<file path="src/rtl/bch_pkg.sv">
//------------------------------------------------
// bch (15,7) decoder shared definitions
// code constants, GF(16) element types and
// field arithmetic used by all decoder stages
//------------------------------------------------

package bch_pkg;

  //------------------------------------------------
  // code parameters
  //------------------------------------------------

  // field width and code length 2^m - 1
  localparam int m      = 4;
  localparam int n      = 15;
  localparam int k      = 7;
  // correctable errors and syndrome count
  localparam int t      = 2;
  localparam int t2     = 2 * t;
  // x^4 + x + 1
  localparam int irrpol = 19;

  //------------------------------------------------
  // types
  //------------------------------------------------

  typedef logic [m-1:0] gf_t;
  // bank pointer, sized for four banks
  typedef logic [1:0]   ptr_t;
  // bit position inside a word
  typedef logic [3:0]   addr_t;

  //------------------------------------------------
  // field arithmetic
  //------------------------------------------------

  // carry-less product followed by reduction modulo irrpol
  function automatic gf_t gf_mult(gf_t a, gf_t b);
    logic [2*m-2:0] prod;
    logic [2*m-2:0] aw;
    logic [2*m-2:0] poly;
    prod = '0;
    aw   = (2*m-1)'(a);
    poly = (2*m-1)'(irrpol);
    for (int i = 0; i < m; i++) begin
      if (b[i]) begin
        prod = prod ^ (aw << i);
      end
    end
    // fold the high terms back, top degree first
    for (int i = 2*m-2; i >= m; i--) begin
      if (prod[i]) begin
        prod = prod ^ (poly << (i - m));
      end
    end
    return prod[m-1:0];
  endfunction

  // alpha^e, exponent taken modulo n, negative values allowed
  function automatic gf_t gf_alpha_pow(int e);
    gf_t res;
    int  em;
    res = gf_t'(1);
    em  = ((e % n) + n) % n;
    // fixed bound keeps the loop static
    for (int i = 0; i < n; i++) begin
      if (i < em) begin
        res = gf_mult(res, gf_t'(2));
      end
    end
    return res;
  endfunction

endpackage

</file>
<file path="src/rtl/bch_if.sv">
//------------------------------------------------
// bch decoder inter-stage interfaces
// syndrome_if   syndrome counter to berlekamp
// loc_poly_if   berlekamp to chien search
//------------------------------------------------

`timescale 1ns/1ps

// syndromes of one word, val is a one cycle strobe
interface syndrome_if;

  logic          val;
  bch_pkg::ptr_t ptr;
  bch_pkg::gf_t  syn [1:bch_pkg::t2];

  modport src (output val, ptr, syn);
  modport dst (input  val, ptr, syn);

endinterface

// error locator polynomial of one word
interface loc_poly_if;

  logic           val;
  bch_pkg::ptr_t  ptr;
  // coefficients, lowest degree first
  bch_pkg::gf_t   poly [0:bch_pkg::t];
  // length register of the berlekamp run
  bch_pkg::addr_t deg;
  // more than t errors detected
  logic           decfail;

  modport src (output val, ptr, poly, deg, decfail);
  modport dst (input  val, ptr, poly, deg, decfail);

endinterface

</file>
<file path="src/rtl/bch_buffer.sv">
//------------------------------------------------
// bch word buffer
// banked single bit memory, one bank per word
// in flight, registered read data
//------------------------------------------------

`timescale 1ns/1ps

module bch_buffer #(
  parameter int pBNUM_W = 2
) (
  input  logic           iclk,
  input  logic           ireset,
  input  logic           iclkena,
  // write side, from the syndrome counter
  input  logic           iwrite,
  input  bch_pkg::ptr_t  iwptr,
  input  bch_pkg::addr_t iwaddr,
  input  logic           iwdata,
  // read side, from the chien search
  input  logic           iread,
  input  bch_pkg::ptr_t  irptr,
  input  bch_pkg::addr_t iraddr,
  output logic           ordata
);

  // bank select on top, bit position below
  localparam int addr_w = pBNUM_W + $bits(bch_pkg::addr_t);

  logic              mem [0:2**addr_w-1];
  logic [addr_w-1:0] waddr;
  logic [addr_w-1:0] raddr;

  // only the low pointer bits select a bank
  assign waddr = {iwptr[pBNUM_W-1:0], iwaddr};
  assign raddr = {irptr[pBNUM_W-1:0], iraddr};

  always_ff @(posedge iclk) begin
    if (iclkena & iwrite) begin
      mem[waddr] <= iwdata;
    end
  end

  // read data arrives one enabled cycle after the request
  always_ff @(posedge iclk or posedge ireset) begin
    if (ireset) begin
      ordata <= 1'b0;
    end else if (iclkena & iread) begin
      ordata <= mem[raddr];
    end
  end

endmodule

</file>
<file path="src/rtl/bch_syndrome_count.sv">
//------------------------------------------------
// bch syndrome counter
// serial horner accumulation of the odd syndromes,
// even ones by squaring, word stored to buffer
//------------------------------------------------

`timescale 1ns/1ps

module bch_syndrome_count #(
  parameter int pBNUM_W = 2
) (
  input  logic           iclk,
  input  logic           ireset,
  input  logic           iclkena,
  input  logic           isop,
  input  logic           ival,
  input  logic           ieop,
  input  logic           idat,
  output logic           oram_write,
  output bch_pkg::ptr_t  oram_ptr,
  output bch_pkg::addr_t oram_addr,
  output logic           oram_data,
  syndrome_if.src        syn
);

  // accumulators for S1, S3 .. S(2t-1)
  bch_pkg::gf_t   acc     [0:bch_pkg::t-1];
  bch_pkg::gf_t   acc_nxt [0:bch_pkg::t-1];
  bch_pkg::gf_t   syn_nxt [1:bch_pkg::t2];
  bch_pkg::addr_t cnt;
  bch_pkg::addr_t waddr;
  logic [pBNUM_W-1:0] bank;

  // first bit is the highest degree coefficient
  always_comb begin
    for (int i = 0; i < bch_pkg::t; i++) begin
      acc_nxt[i] = bch_pkg::gf_mult(isop ? bch_pkg::gf_t'(0) : acc[i],
                                    bch_pkg::gf_alpha_pow(2*i + 1))
                   ^ bch_pkg::gf_t'(idat);
    end
  end

  // S(2j) = S(j)^2 in a binary code
  always_comb begin
    bch_pkg::gf_t s [1:bch_pkg::t2];
    for (int j = 1; j <= bch_pkg::t2; j++) begin
      if (j % 2 == 1) begin
        s[j] = acc_nxt[j/2];
      end else begin
        s[j] = bch_pkg::gf_mult(s[j/2], s[j/2]);
      end
    end
    syn_nxt = s;
  end

  assign waddr = isop ? bch_pkg::addr_t'(0) : cnt;

  //------------------------------------------------
  // control
  //------------------------------------------------

  always_ff @(posedge iclk or posedge ireset) begin
    if (ireset) begin
      cnt        <= '0;
      bank       <= '0;
      oram_write <= 1'b0;
      syn.val    <= 1'b0;
    end else if (iclkena) begin
      oram_write <= ival;
      syn.val    <= ival & ieop;
      if (ival) begin
        cnt <= waddr + 1'b1;
      end
      // next word goes to the next bank
      if (ival & ieop) begin
        bank <= bank + 1'b1;
      end
    end
  end

  //------------------------------------------------
  // data path
  //------------------------------------------------

  always_ff @(posedge iclk) begin
    if (iclkena) begin
      oram_ptr  <= bch_pkg::ptr_t'(bank);
      oram_addr <= waddr;
      oram_data <= idat;
      if (ival) begin
        acc <= acc_nxt;
      end
      // held until the next word ends
      if (ival & ieop) begin
        syn.syn <= syn_nxt;
        syn.ptr <= bch_pkg::ptr_t'(bank);
      end
    end
  end

endmodule

</file>
<file path="src/rtl/bch_berlekamp.sv">
//------------------------------------------------
// bch inverse-free berlekamp-massey unit
// t2 iterations, one per enabled cycle, give the
// error locator polynomial and its length
//------------------------------------------------

`timescale 1ns/1ps

module bch_berlekamp (
  input  logic    iclk,
  input  logic    ireset,
  input  logic    iclkena,
  syndrome_if.dst syn,
  loc_poly_if.src loc
);

  // locator and auxiliary polynomial, full 2t length inside
  bch_pkg::gf_t   lam      [0:bch_pkg::t2];
  bch_pkg::gf_t   bpol     [0:bch_pkg::t2];
  bch_pkg::gf_t   lam_nxt  [0:bch_pkg::t2];
  bch_pkg::gf_t   bpol_nxt [0:bch_pkg::t2];
  bch_pkg::gf_t   gamma;
  bch_pkg::gf_t   gamma_nxt;
  bch_pkg::gf_t   delta;
  bch_pkg::addr_t len;
  bch_pkg::addr_t len_nxt;
  bch_pkg::addr_t r;
  logic           busy;
  logic           swap;
  logic           last;

  //------------------------------------------------
  // discrepancy and update
  //------------------------------------------------

  // delta = sum lam(i) * S(r+1-i)
  always_comb begin
    int idx;
    delta = '0;
    for (int i = 0; i <= bch_pkg::t2; i++) begin
      idx = int'(r) + 1 - i;
      if (idx >= 1 && idx <= bch_pkg::t2) begin
        delta = delta ^ bch_pkg::gf_mult(lam[i], syn.syn[idx]);
      end
    end
  end

  // length change only when 2L <= r
  assign swap = (delta != '0) && (2 * int'(len) <= int'(r));

  // lam = gamma*lam - delta*x*B, minus is xor here
  always_comb begin
    lam_nxt[0]  = bch_pkg::gf_mult(gamma, lam[0]);
    bpol_nxt[0] = swap ? lam[0] : bch_pkg::gf_t'(0);
    for (int i = 1; i <= bch_pkg::t2; i++) begin
      lam_nxt[i]  = bch_pkg::gf_mult(gamma, lam[i]) ^ bch_pkg::gf_mult(delta, bpol[i-1]);
      bpol_nxt[i] = swap ? lam[i] : bpol[i-1];
    end
  end

  assign gamma_nxt = swap ? delta : gamma;
  assign len_nxt   = swap ? (r + 1'b1 - len) : len;
  assign last      = busy & (r == bch_pkg::addr_t'(bch_pkg::t2 - 1));

  //------------------------------------------------
  // iteration control
  //------------------------------------------------

  always_ff @(posedge iclk or posedge ireset) begin
    if (ireset) begin
      busy    <= 1'b0;
      r       <= '0;
      loc.val <= 1'b0;
    end else if (iclkena) begin
      loc.val <= last;
      if (syn.val) begin
        busy <= 1'b1;
        r    <= '0;
      end else if (busy) begin
        r <= r + 1'b1;
        if (last) begin
          busy <= 1'b0;
        end
      end
    end
  end

  //------------------------------------------------
  // polynomial registers and result
  //------------------------------------------------

  always_ff @(posedge iclk) begin
    if (iclkena) begin
      if (syn.val) begin
        // lam = B = 1, gamma = 1, L = 0
        for (int i = 0; i <= bch_pkg::t2; i++) begin
          lam[i]  <= (i == 0) ? bch_pkg::gf_t'(1) : bch_pkg::gf_t'(0);
          bpol[i] <= (i == 0) ? bch_pkg::gf_t'(1) : bch_pkg::gf_t'(0);
        end
        gamma <= bch_pkg::gf_t'(1);
        len   <= '0;
      end else if (busy) begin
        lam   <= lam_nxt;
        bpol  <= bpol_nxt;
        gamma <= gamma_nxt;
        len   <= len_nxt;
      end
      // syndromes and pointer are still held here
      if (last) begin
        for (int i = 0; i <= bch_pkg::t; i++) begin
          loc.poly[i] <= lam_nxt[i];
        end
        loc.deg     <= len_nxt;
        loc.decfail <= len_nxt > bch_pkg::addr_t'(bch_pkg::t);
        loc.ptr     <= syn.ptr;
      end
    end
  end

endmodule

</file>
<file path="src/rtl/bch_chien_search.sv">
//------------------------------------------------
// bch chien search and correction
// steps the locator terms per bit, reads the word
// back and flips the bits found at roots
//------------------------------------------------

`timescale 1ns/1ps

module bch_chien_search #(
  parameter int pBNUM_W = 2
) (
  input  logic           iclk,
  input  logic           ireset,
  input  logic           iclkena,
  input  logic           iram_data,
  output logic           oram_read,
  output bch_pkg::ptr_t  oram_ptr,
  output bch_pkg::addr_t oram_addr,
  output logic           osop,
  output logic           oval,
  output logic           oeop,
  output logic           odat,
  output logic           odecfail,
  output bch_pkg::addr_t obiterr,
  loc_poly_if.dst        loc
);

  localparam bch_pkg::addr_t last_addr = bch_pkg::addr_t'(bch_pkg::n - 1);

  bch_pkg::gf_t       lam0;
  bch_pkg::gf_t       term [1:bch_pkg::t];
  bch_pkg::gf_t       sum;
  bch_pkg::addr_t     raddr;
  bch_pkg::addr_t     rcnt;
  bch_pkg::addr_t     rcnt_nxt;
  logic [pBNUM_W-1:0] bank;
  logic               busy;
  logic               fail;
  logic               root;
  logic               rd_val;
  logic               rd_first;
  logic               rd_last;

  // roots over all n positions, known before the first bit leaves
  function automatic bch_pkg::addr_t count_roots(input bch_pkg::gf_t p [0:bch_pkg::t]);
    bch_pkg::addr_t cnt;
    bch_pkg::gf_t   x;
    bch_pkg::gf_t   xp;
    bch_pkg::gf_t   s;
    cnt = '0;
    for (int i = 0; i < bch_pkg::n; i++) begin
      x  = bch_pkg::gf_alpha_pow(i);
      xp = x;
      s  = p[0];
      for (int j = 1; j <= bch_pkg::t; j++) begin
        s  = s ^ bch_pkg::gf_mult(p[j], xp);
        xp = bch_pkg::gf_mult(xp, x);
      end
      if (s == '0) begin
        cnt = cnt + 1'b1;
      end
    end
    return cnt;
  endfunction

  //------------------------------------------------
  // buffer read, address 0 goes out with loc val
  //------------------------------------------------

  assign oram_read = loc.val | busy;
  assign oram_addr = raddr;
  assign oram_ptr  = loc.val ? loc.ptr : bch_pkg::ptr_t'(bank);

  // step s tests alpha^(1+s), the inverse of position n-1-s
  always_comb begin
    sum = lam0;
    for (int j = 1; j <= bch_pkg::t; j++) begin
      sum = sum ^ term[j];
    end
  end

  assign root     = rd_val & (sum == '0);
  assign rcnt_nxt = (rd_first ? bch_pkg::addr_t'(0) : rcnt) + bch_pkg::addr_t'(root);

  always_ff @(posedge iclk or posedge ireset) begin
    if (ireset) begin
      busy     <= 1'b0;
      raddr    <= '0;
      fail     <= 1'b0;
      rcnt     <= '0;
      rd_val   <= 1'b0;
      rd_first <= 1'b0;
      rd_last  <= 1'b0;
      osop     <= 1'b0;
      oval     <= 1'b0;
      oeop     <= 1'b0;
      odecfail <= 1'b0;
      obiterr  <= '0;
    end else if (iclkena) begin
      if (loc.val) begin
        busy <= 1'b1;
        fail <= loc.decfail | (count_roots(loc.poly) != loc.deg);
      end else if (busy & (raddr == last_addr)) begin
        busy <= 1'b0;
      end
      if (oram_read) begin
        raddr <= (raddr == last_addr) ? bch_pkg::addr_t'(0) : raddr + 1'b1;
      end
      // read data valid flags, one cycle behind the request
      rd_val   <= oram_read;
      rd_first <= loc.val;
      rd_last  <= oram_read & (raddr == last_addr);
      if (rd_val) begin
        rcnt <= rcnt_nxt;
      end
      oval     <= rd_val;
      osop     <= rd_first;
      oeop     <= rd_last;
      odecfail <= rd_last & fail;
      obiterr  <= (rd_last & ~fail) ? rcnt_nxt : bch_pkg::addr_t'(0);
    end
  end

  //------------------------------------------------
  // locator terms and corrected bit
  //------------------------------------------------

  always_ff @(posedge iclk) begin
    if (iclkena) begin
      if (loc.val) begin
        bank <= loc.ptr[pBNUM_W-1:0];
        lam0 <= loc.poly[0];
        for (int j = 1; j <= bch_pkg::t; j++) begin
          term[j] <= bch_pkg::gf_mult(loc.poly[j], bch_pkg::gf_alpha_pow(j));
        end
      end else if (rd_val) begin
        for (int j = 1; j <= bch_pkg::t; j++) begin
          term[j] <= bch_pkg::gf_mult(term[j], bch_pkg::gf_alpha_pow(j));
        end
      end
      // raw bit when the word is not decodable
      odat <= iram_data ^ (root & ~fail);
    end
  end

endmodule

</file>
<file path="src/rtl/bch_dec.sv">
//------------------------------------------------
// bch (15,7) decoder top level
// syndrome counter, berlekamp unit and chien
// search around a banked word buffer
//------------------------------------------------

`timescale 1ns/1ps

module bch_dec #(
  parameter int pBNUM_W = 2
) (
  input  logic           iclk,
  input  logic           ireset,
  input  logic           iclkena,
  input  logic           isop,
  input  logic           ival,
  input  logic           ieop,
  input  logic           idat,
  output logic           osop,
  output logic           oval,
  output logic           oeop,
  output logic           odat,
  output logic           odecfail,
  output bch_pkg::addr_t obiterr
);

  // buffer write side
  logic           ram_write;
  bch_pkg::ptr_t  ram_wptr;
  bch_pkg::addr_t ram_waddr;
  logic           ram_wdata;
  // buffer read side
  logic           ram_read;
  bch_pkg::ptr_t  ram_rptr;
  bch_pkg::addr_t ram_raddr;
  logic           ram_rdata;

  syndrome_if syn_bus ();
  loc_poly_if loc_bus ();

  //------------------------------------------------
  // word buffer, bank pointer follows each word
  //------------------------------------------------

  bch_buffer #(
    .pBNUM_W (pBNUM_W)
  ) u_buffer (
    .iclk    (iclk),
    .ireset  (ireset),
    .iclkena (iclkena),
    .iwrite  (ram_write),
    .iwptr   (ram_wptr),
    .iwaddr  (ram_waddr),
    .iwdata  (ram_wdata),
    .iread   (ram_read),
    .irptr   (ram_rptr),
    .iraddr  (ram_raddr),
    .ordata  (ram_rdata)
  );

  //------------------------------------------------
  // decoder stages
  //------------------------------------------------

  bch_syndrome_count #(
    .pBNUM_W (pBNUM_W)
  ) u_syndrome_count (
    .iclk       (iclk),
    .ireset     (ireset),
    .iclkena    (iclkena),
    .isop       (isop),
    .ival       (ival),
    .ieop       (ieop),
    .idat       (idat),
    .oram_write (ram_write),
    .oram_ptr   (ram_wptr),
    .oram_addr  (ram_waddr),
    .oram_data  (ram_wdata),
    .syn        (syn_bus.src)
  );

  bch_berlekamp u_berlekamp (
    .iclk    (iclk),
    .ireset  (ireset),
    .iclkena (iclkena),
    .syn     (syn_bus.dst),
    .loc     (loc_bus.src)
  );

  bch_chien_search #(
    .pBNUM_W (pBNUM_W)
  ) u_chien_search (
    .iclk      (iclk),
    .ireset    (ireset),
    .iclkena   (iclkena),
    .iram_data (ram_rdata),
    .oram_read (ram_read),
    .oram_ptr  (ram_rptr),
    .oram_addr (ram_raddr),
    .osop      (osop),
    .oval      (oval),
    .oeop      (oeop),
    .odat      (odat),
    .odecfail  (odecfail),
    .obiterr   (obiterr),
    .loc       (loc_bus.dst)
  );

endmodule

</file>
<file path="config.mk">
export PLATFORM = sky130hd
export DESIGN_NAME = bch_dec
export DESIGN_NICKNAME = d
export VERILOG_FILES = /design/src/rtl/bch_pkg.sv /design/src/rtl/bch_if.sv /design/src/rtl/bch_buffer.sv /design/src/rtl/bch_syndrome_count.sv /design/src/rtl/bch_berlekamp.sv /design/src/rtl/bch_chien_search.sv /design/src/rtl/bch_dec.sv
export SDC_FILE = /design/constraint.sdc
export NUM_CORES = 1
export LEC_CHECK = 0
export ABC_AREA = 0
export BUFFER_PORTS_ARGS = -buffer_cell sky130_fd_sc_hd__buf_2
export CAP_MARGIN = 5
export CORE_MARGIN = 1.5
export CORE_UTILIZATION = 60
export DETAILED_ROUTE_END_ITERATION = 12
export PLACE_DENSITY = 0.82
export SYNTH_ARGS = -nofsm -noshare
export SYNTH_HDL_FRONTEND = slang
export SYNTH_SLANG_ARGS = --single-unit
</file>
<file path="constraint.sdc">
create_clock -name iclk -period 16.3 [get_ports iclk]
set_input_delay 2.445 -clock iclk [delete_from_list [all_inputs] [get_ports iclk]]
set_output_delay 2.445 -clock iclk [all_outputs]
set_load 0.01 [all_outputs]
</file>
# [Word-level counts from Yosys, hierarchy flattened]
# Memories as Yosys holds them, arrays and structs flattened. A register that Yosys moved wholly into a read port is not among the register bits.
# Cells that the tools add are included.
[totals] register_bits=138 ramBits=72 inputBits=7 out_inout_bits=9 elab_cells=2061 memories=2
[op_classes] addsub=25 order_cmp=17 eq_ne=3 mux=1437 bitwise_logic=493 n_reduce_logical=35
[mem_list] name="u_buffer.mem" depth=64 word_bits=1 read_ports=1 rd_ports_with_merged_regs=1 write_ports=1 line_no="bch_buffer.sv:30" source="logic mem [0:2**addr_w-1];"
[mem_list] name="u_chien_search.term" depth=2 word_bits=4 read_ports=2 rd_ports_with_merged_regs=0 write_ports=2 line_no="bch_chien_search.sv:31" source="bch_pkg::gf_t term [1:bch_pkg::t];"
[op_table] operator="$mux 7" count=620
[op_table] operator="$mux 4" count=357
[op_table] operator="$mux 6" count=137
[op_table] operator="$mux 5" count=137
[op_table] operator="$not 2->2" count=244
[op_table] operator="$xor 7x6->7" count=62
[op_table] operator="$xor 7x7->7" count=62
[op_table] operator="$xor 7x5->7" count=52
[op_table] operator="$mux 3" count=81
[op_table] operator="$mux 2" count=83
[op_table] operator="$ge 32x4->1 const B" count=5
[op_table] operator="$xor 4x4->4" count=40
[op_table] operator="$ge 32x2->1 const B" count=4
[op_table] operator="$le 32x4->1 const B" count=4
[op_table] operator="$not 32->32" count=4
[op_table] operator="$add 4x1->4 const B" count=17
[op_table] operator="$logic_not 4->1" count=16
[op_table] operator="$sub 32x3->32 const B" count=2
[op_table] operator="$bmux 4 s3" count=5
[op_table] operator="$xor 4x5->5" count=10
[op_table] operator="$mux 20" count=2
[op_table] operator="$not 5->32" count=1
[op_table] operator="$sub 32x2->32 const B" count=1
[op_table] operator="$sub 32x4->32 const B" count=1
[op_table] operator="22 further kinds" count=63

# [Depth between registers and ports, before layout]
[depth] ltp_word=231 depth_mapped=50 ltp_nobuf=48

# [Hierarchy]
# A second synthesis with hierarchy kept.
[unflattened] cells_unflattened=1674 hier_area_um2=16986.3
[by_module_without_submodules] module="bch_berlekamp" instances=1 cells_each=902 area_each_um2=7892.6
[by_module_without_submodules] module="bch_chien_search" instances=1 cells_each=471 area_each_um2=4650.7
[by_module_without_submodules] module="bch_buffer" instances=1 cells_each=205 area_each_um2=2929.1
[by_module_without_submodules] module="bch_syndrome_count" instances=1 cells_each=96 area_each_um2=1514.0

# [Worst setup path after synthesis]
# No wires, ideal clock.
[synth_timing] path_type="reg-to-reg" start="register u_berlekamp.loc.poly[3]" end="register u_chien_search.fail" setup_time_ns=0.126 t_arrival_ns=8.853 required_time_ns=16.174 slack_ns=7.321 path_stages_with_launch=45 synth_period_minus_slack_ns=8.979 path_cell_list="edfxtp_1 buf_6 xnor3_2 xnor2_2 or4_4 xnor2_4 ha_1 nand2_1 nand2_1 ha_1 inv_1 a22oi_1 ha_1 a21oi_1 inv_1 ha_1 a21o_1 o21ai_0 [9 not listed] o31ai_1 a21oi_1 ha_1 inv_1 o21bai_1 ha_1 o22a_1 ha_1 mux2_2 ha_1 o21a_1 ha_1 xor2_1 o21a_1 nor2_1 a31o_2 nand4_1 o32a_1"
[synth_between] elab_chain_cells=86 elab_cells_between_ends=496 cone_classes="14 x add/sub; 1 x eq/ne; 360 x mux; 106 x bitwise; 15 x reduce/logical"
[synth_rtl] element="from (decl)" line_no="bch_if.sv:33" source="modport src (output val, ptr, poly, deg, decfail);"
[synth_rtl] element="from (signal, indexed assignment)" line_no="bch_berlekamp.sv:111" source="loc.poly[i] <= lam_nxt[i];"
[synth_rtl] element="$mux 4" line_no="bch_pkg.sv:46" source="if (b[i]) begin"
[synth_rtl] element="$mux 7" line_no="bch_chien_search.sv:100" source="if (loc.val) begin"
[synth_rtl] element="$mux 7" line_no="bch_chien_search.sv:99" source="end else if (iclkena) begin"
[synth_rtl] element="$xor 7x5->7" line_no="bch_pkg.sv:47" source="prod = prod ^ (aw << i);"
[synth_rtl] element="$mux 7" line_no="bch_pkg.sv:46"
[synth_rtl] element="$mux 7" line_no="bch_chien_search.sv:100"
[synth_rtl] element="$mux 7" line_no="bch_chien_search.sv:99"
[synth_rtl] element="$xor 7x6->7" line_no="bch_pkg.sv:47"
[synth_rtl] element="[70 not listed]"
[synth_rtl] element="$mux 4" line_no="bch_chien_search.sv:100"
[synth_rtl] element="$mux 4" line_no="bch_chien_search.sv:99"
[synth_rtl] element="$add 4x1->4" line_no="bch_chien_search.sv:60" source="cnt = cnt + 1'b1;"
[synth_rtl] element="$mux 4 *" line_no="bch_chien_search.sv:59" source="if (s == '0) begin"
[synth_rtl] element="$mux 4 *" line_no="bch_chien_search.sv:100"
[synth_rtl] element="$mux 4 *" line_no="bch_chien_search.sv:99"
[synth_rtl] element="$ne 4x4->1 *" line_no="bch_chien_search.sv:102" source="fail <= loc.decfail | (count_roots(loc.poly) != loc.deg);"
[synth_rtl] element="$or 1x1->1 *" line_no="bch_chien_search.sv:102"
[synth_rtl] element="to (signal assigned)" line_no="bch_chien_search.sv:102"
[synth_rtl] element="to (decl)" line_no="bch_chien_search.sv:38" source="logic fail;"
# Mark *: on every way between the ends. The rest lies on a longest branch, timed or not. The select of a mux whose other input is x is not followed.
# A chain may end at the register's enable or synchronous reset.

# [Worst setup path after layout]
[layout_timing] start="register u_berlekamp.loc.poly[7]" end="register u_chien_search.fail"
[layout_between] elab_chain_cells=83 elab_cells_between_ends=494 cone_classes="14 x add/sub; 1 x eq/ne; 348 x mux; 116 x bitwise; 15 x reduce/logical"
[layout_rtl] element="$mux 4" line_no="bch_pkg.sv:46"
[layout_rtl] element="$mux 7" line_no="bch_chien_search.sv:100"
[layout_rtl] element="$mux 7" line_no="bch_chien_search.sv:99"
[layout_rtl] element="$xor 7x5->7" line_no="bch_pkg.sv:47"
[layout_rtl] element="$mux 7" line_no="bch_pkg.sv:46"
[layout_rtl] element="$mux 7" line_no="bch_chien_search.sv:100"
[layout_rtl] element="$mux 7" line_no="bch_chien_search.sv:99"
[layout_rtl] element="$xor 7x6->7" line_no="bch_pkg.sv:47"
[layout_rtl] element="[67 not listed]"
[layout_rtl] element="$mux 4" line_no="bch_chien_search.sv:100"
[layout_rtl] element="$mux 4" line_no="bch_chien_search.sv:99"
[layout_rtl] element="$add 4x1->4" line_no="bch_chien_search.sv:60"
[layout_rtl] element="$mux 4 *" line_no="bch_chien_search.sv:59"
[layout_rtl] element="$mux 4 *" line_no="bch_chien_search.sv:100"
[layout_rtl] element="$mux 4 *" line_no="bch_chien_search.sv:99"
[layout_rtl] element="$ne 4x4->1 *" line_no="bch_chien_search.sv:102"
[layout_rtl] element="$or 1x1->1 *" line_no="bch_chien_search.sv:102"
# Marked as above.

==> flow_summary.ini <==
[clocking]
holdBufCountCts = 0
cts.repair.resized = 0
clockBufferDepth = 3
clkTransAtPathRegs_ps = 60
cts_tree = built
cts-root-buf = clkbuf_16
post_cts_buffers = 0
cts.sinks = 210
numCtsBuffers = 23
clk_latency_ps = 530
h-tree-depth = 1

[status]
outcome = finished, final reports clean

[logic_synthesis]
ys_warn_count = 0
ys_seq_area_frac = 0.370
syn_avg_cell_area_sq_um = 9.87
synth_top_area_cell = edfxtp_1
synth_top_area_share = 0.316
synth_edf_count = 174
synthTopCellsByArea = edfxtp_1 (32%), xnor2_1 (12%), nand2_1 (6.3%)
yosysUniqueCellTypes = 83
async_reset_ff_frac = 0.171
syn_area_sq_mm = 0.0165
synthFlopType = edfxtp_1
ys_seq_elements = 210
syn-num-nets = 1727
synthCells = 1676

[worst_setup_path]
arrival_ps = 10540
cp_slowest_stage_delay_ps = 660
cpMostUsedCell = ha_1
path_class = flop to flop
ff2ff_path_depth = 48
crit_path_end_kind = flop
rr_endpoint = u_chien_search.fail
cp-start-kind = flop
ff2ff_setup_slack_ps = 6160
rr_startpoint = u_berlekamp.loc.poly[7]
crit_slowest_cell = edfxtp_1
cp_max_fo = 14
worstPathRequired_ps = 16710

[sta]
rsz0062_at_grt = no
slew_headroom = 0.268
fin_setup_tns_ps = 0
setup_viol = 0
slew_violations = 0
fmax_mhz = 98.6
worstMarginPinSlew_ps = 1090
skew_ps = 10.2
fin_crit_ps = 10140
fin_crit_sh = 0.622
hold_viol_final = 0

[floorplan]
die_area_sq_mm = 0.0286
initial_core_util = 0.612
fp.coreArea_sq_mm = 0.0270
die_w_um = 169
rows = 60
die_y_um = 169
ios = 16

[min_path]
hold-path-endpoint = u_berlekamp.loc.ptr[1]
hp-class = flop to flop
worstHoldStart = u_syndrome_count.syn.ptr[1]
worstHoldPathCells = 0

[route]
avgViaCountPerCell = 5.98
vias = 11900
drt_iter0_drc = 1024
drt_wl_total_mm = 35.2
post_drt_wl_per_cell_um = 17.7
drc = 0
dr.pass1.iters = 7
ant_nets = 0

[global_routing]
first_global_vias = 11900
grtUsageTotal = 0.255
grt_start_max_net_pins = 65
grtUsageMet3 = 0.0288
grt_pass1_wl_mm = 59.2
use_met1 = 0.344
grt-ovfl-total = 0
busiest_layer = met2
antenna_found_initial = 0
globalRouteMet2Util = 0.436

[layout]
mostFrequentLayoutCells = nand2_1 (278), xnor2_1 (227), edfxtp_1 (174)
syn_to_final_growth_pct = 5.24
drive_gt1_frac = 0.0940
fillers = 2096
antenna_cells = 0
nets = 1684
layout_commonest_cell = nand2_1

[place]
place_hpwl_mm = 24.5
gp_congestion = 0.899
port_buffers = 15

[job]
maxCapViolCount = 0
## cell usage after synthesis, drive strengths merged, types with 19 or more instances
master / number
a21oi: 43
and2: 19
buf: 25
clkbuf: 71
dfrtp: 36
edfxtp: 174
ha: 43
inv: 63
mux2: 41
mux2i: 29
mux4: 20
nand2: 278
nand2b: 26
nand3: 34
nor2: 148
o21ai: 53
xnor2: 240
xnor3: 28
xor2: 88
## worst max path at each step
stage / from / end / depth (start not counted)
2_1_floorplan: u_berlekamp.loc.poly[3] / u_chien_search.fail / 44
3_3_place_gp: u_berlekamp.loc.poly[7] / u_chien_search.fail / 46
3_5_place_dp: u_berlekamp.loc.poly[7] / u_chien_search.fail / 48
4_1_cts: u_berlekamp.loc.poly[7] / u_chien_search.fail / 48
5_1_grt: u_berlekamp.loc.poly[7] / u_chien_search.fail / 48
6_report: u_berlekamp.loc.poly[7] / u_chien_search.fail / 48
## sequential cells by signal (all words and copies together) (netlist names), 8 cells and up
register	cells
u_syndrome_count.acc	8
u_chien_search.term	8
u_syndrome_count.syn.syn	15
u_berlekamp.bpol	16
u_berlekamp.lam	20
u_berlekamp.loc.poly	12
u_buffer.mem	64
## layout make-up
class	instances	area [sq um]	share of cell area
Multi-Input combinational cell	1306	9760	0.561
Sequential cell	210	6130	0.352
Clock buffer	31	616	0.0354
Tap cell	341	427	0.0245
Inverter	64	240	0.0138
Timing Repair Buffer	28	173	0.00992
Clock inverter	10	63.8	0.00367
## logic make-up (layout without fill, tap and decap cells)
kind of cell / count (synthesis) / in the layout / share of synthesized area
xor+xnor: 368 / 368 / 0.240
fa+ha+maj: 45 / 45 / 0.0343
flops: 210 / 210 / 0.370
mux: 90 / 90 / 0.0727
compound gates: 205 / 205 / 0.0802
buf+inv: 160 / 133 / 0.0400
simple gates: 598 / 598 / 0.163
## per-stage QoR
stage / setup slack, ps / std cells / hold WS (ps) / area, sq um / utilization
after CTS: 6150 / 1990 / 442 / 17400 / 0.644
after detailed placement: 6190 / 1949 / 431 / 16700 / 0.619
final: 6160 / 1990 / 443 / 17400 / 0.644
after global placement: 6550 / 1949 / 443 / 16700 / 0.619
after floorplan: 7320 / 1676 / 400 / 16500 / -
after global routing: 5350 / 1990 / 458 / 17400 / 0.644
## critical path, delay by kind of cell (launching register included)
family	cells	cell delay [ps]
multiplexers	2	560
AO/OA/AOI/OAI	16	2850
buffers and inverters	6	380
XOR/XNOR	4	1290
AND/OR/NAND/NOR	7	630
adder cells (fa/ha/maj)	13	3630
flip-flops	1	660
## layer usage
layer | up-vias | share of wire
li1 | 5657 | -
met3 | 71 | 0.056
met2 | 396 | 0.49
met1 | 5778 | 0.43
met5 | - | 0
met4 | 0 | 0.025
Power is not shown: default switching activity piles up to over one toggle a cycle in this logic, so the estimate is an artifact.
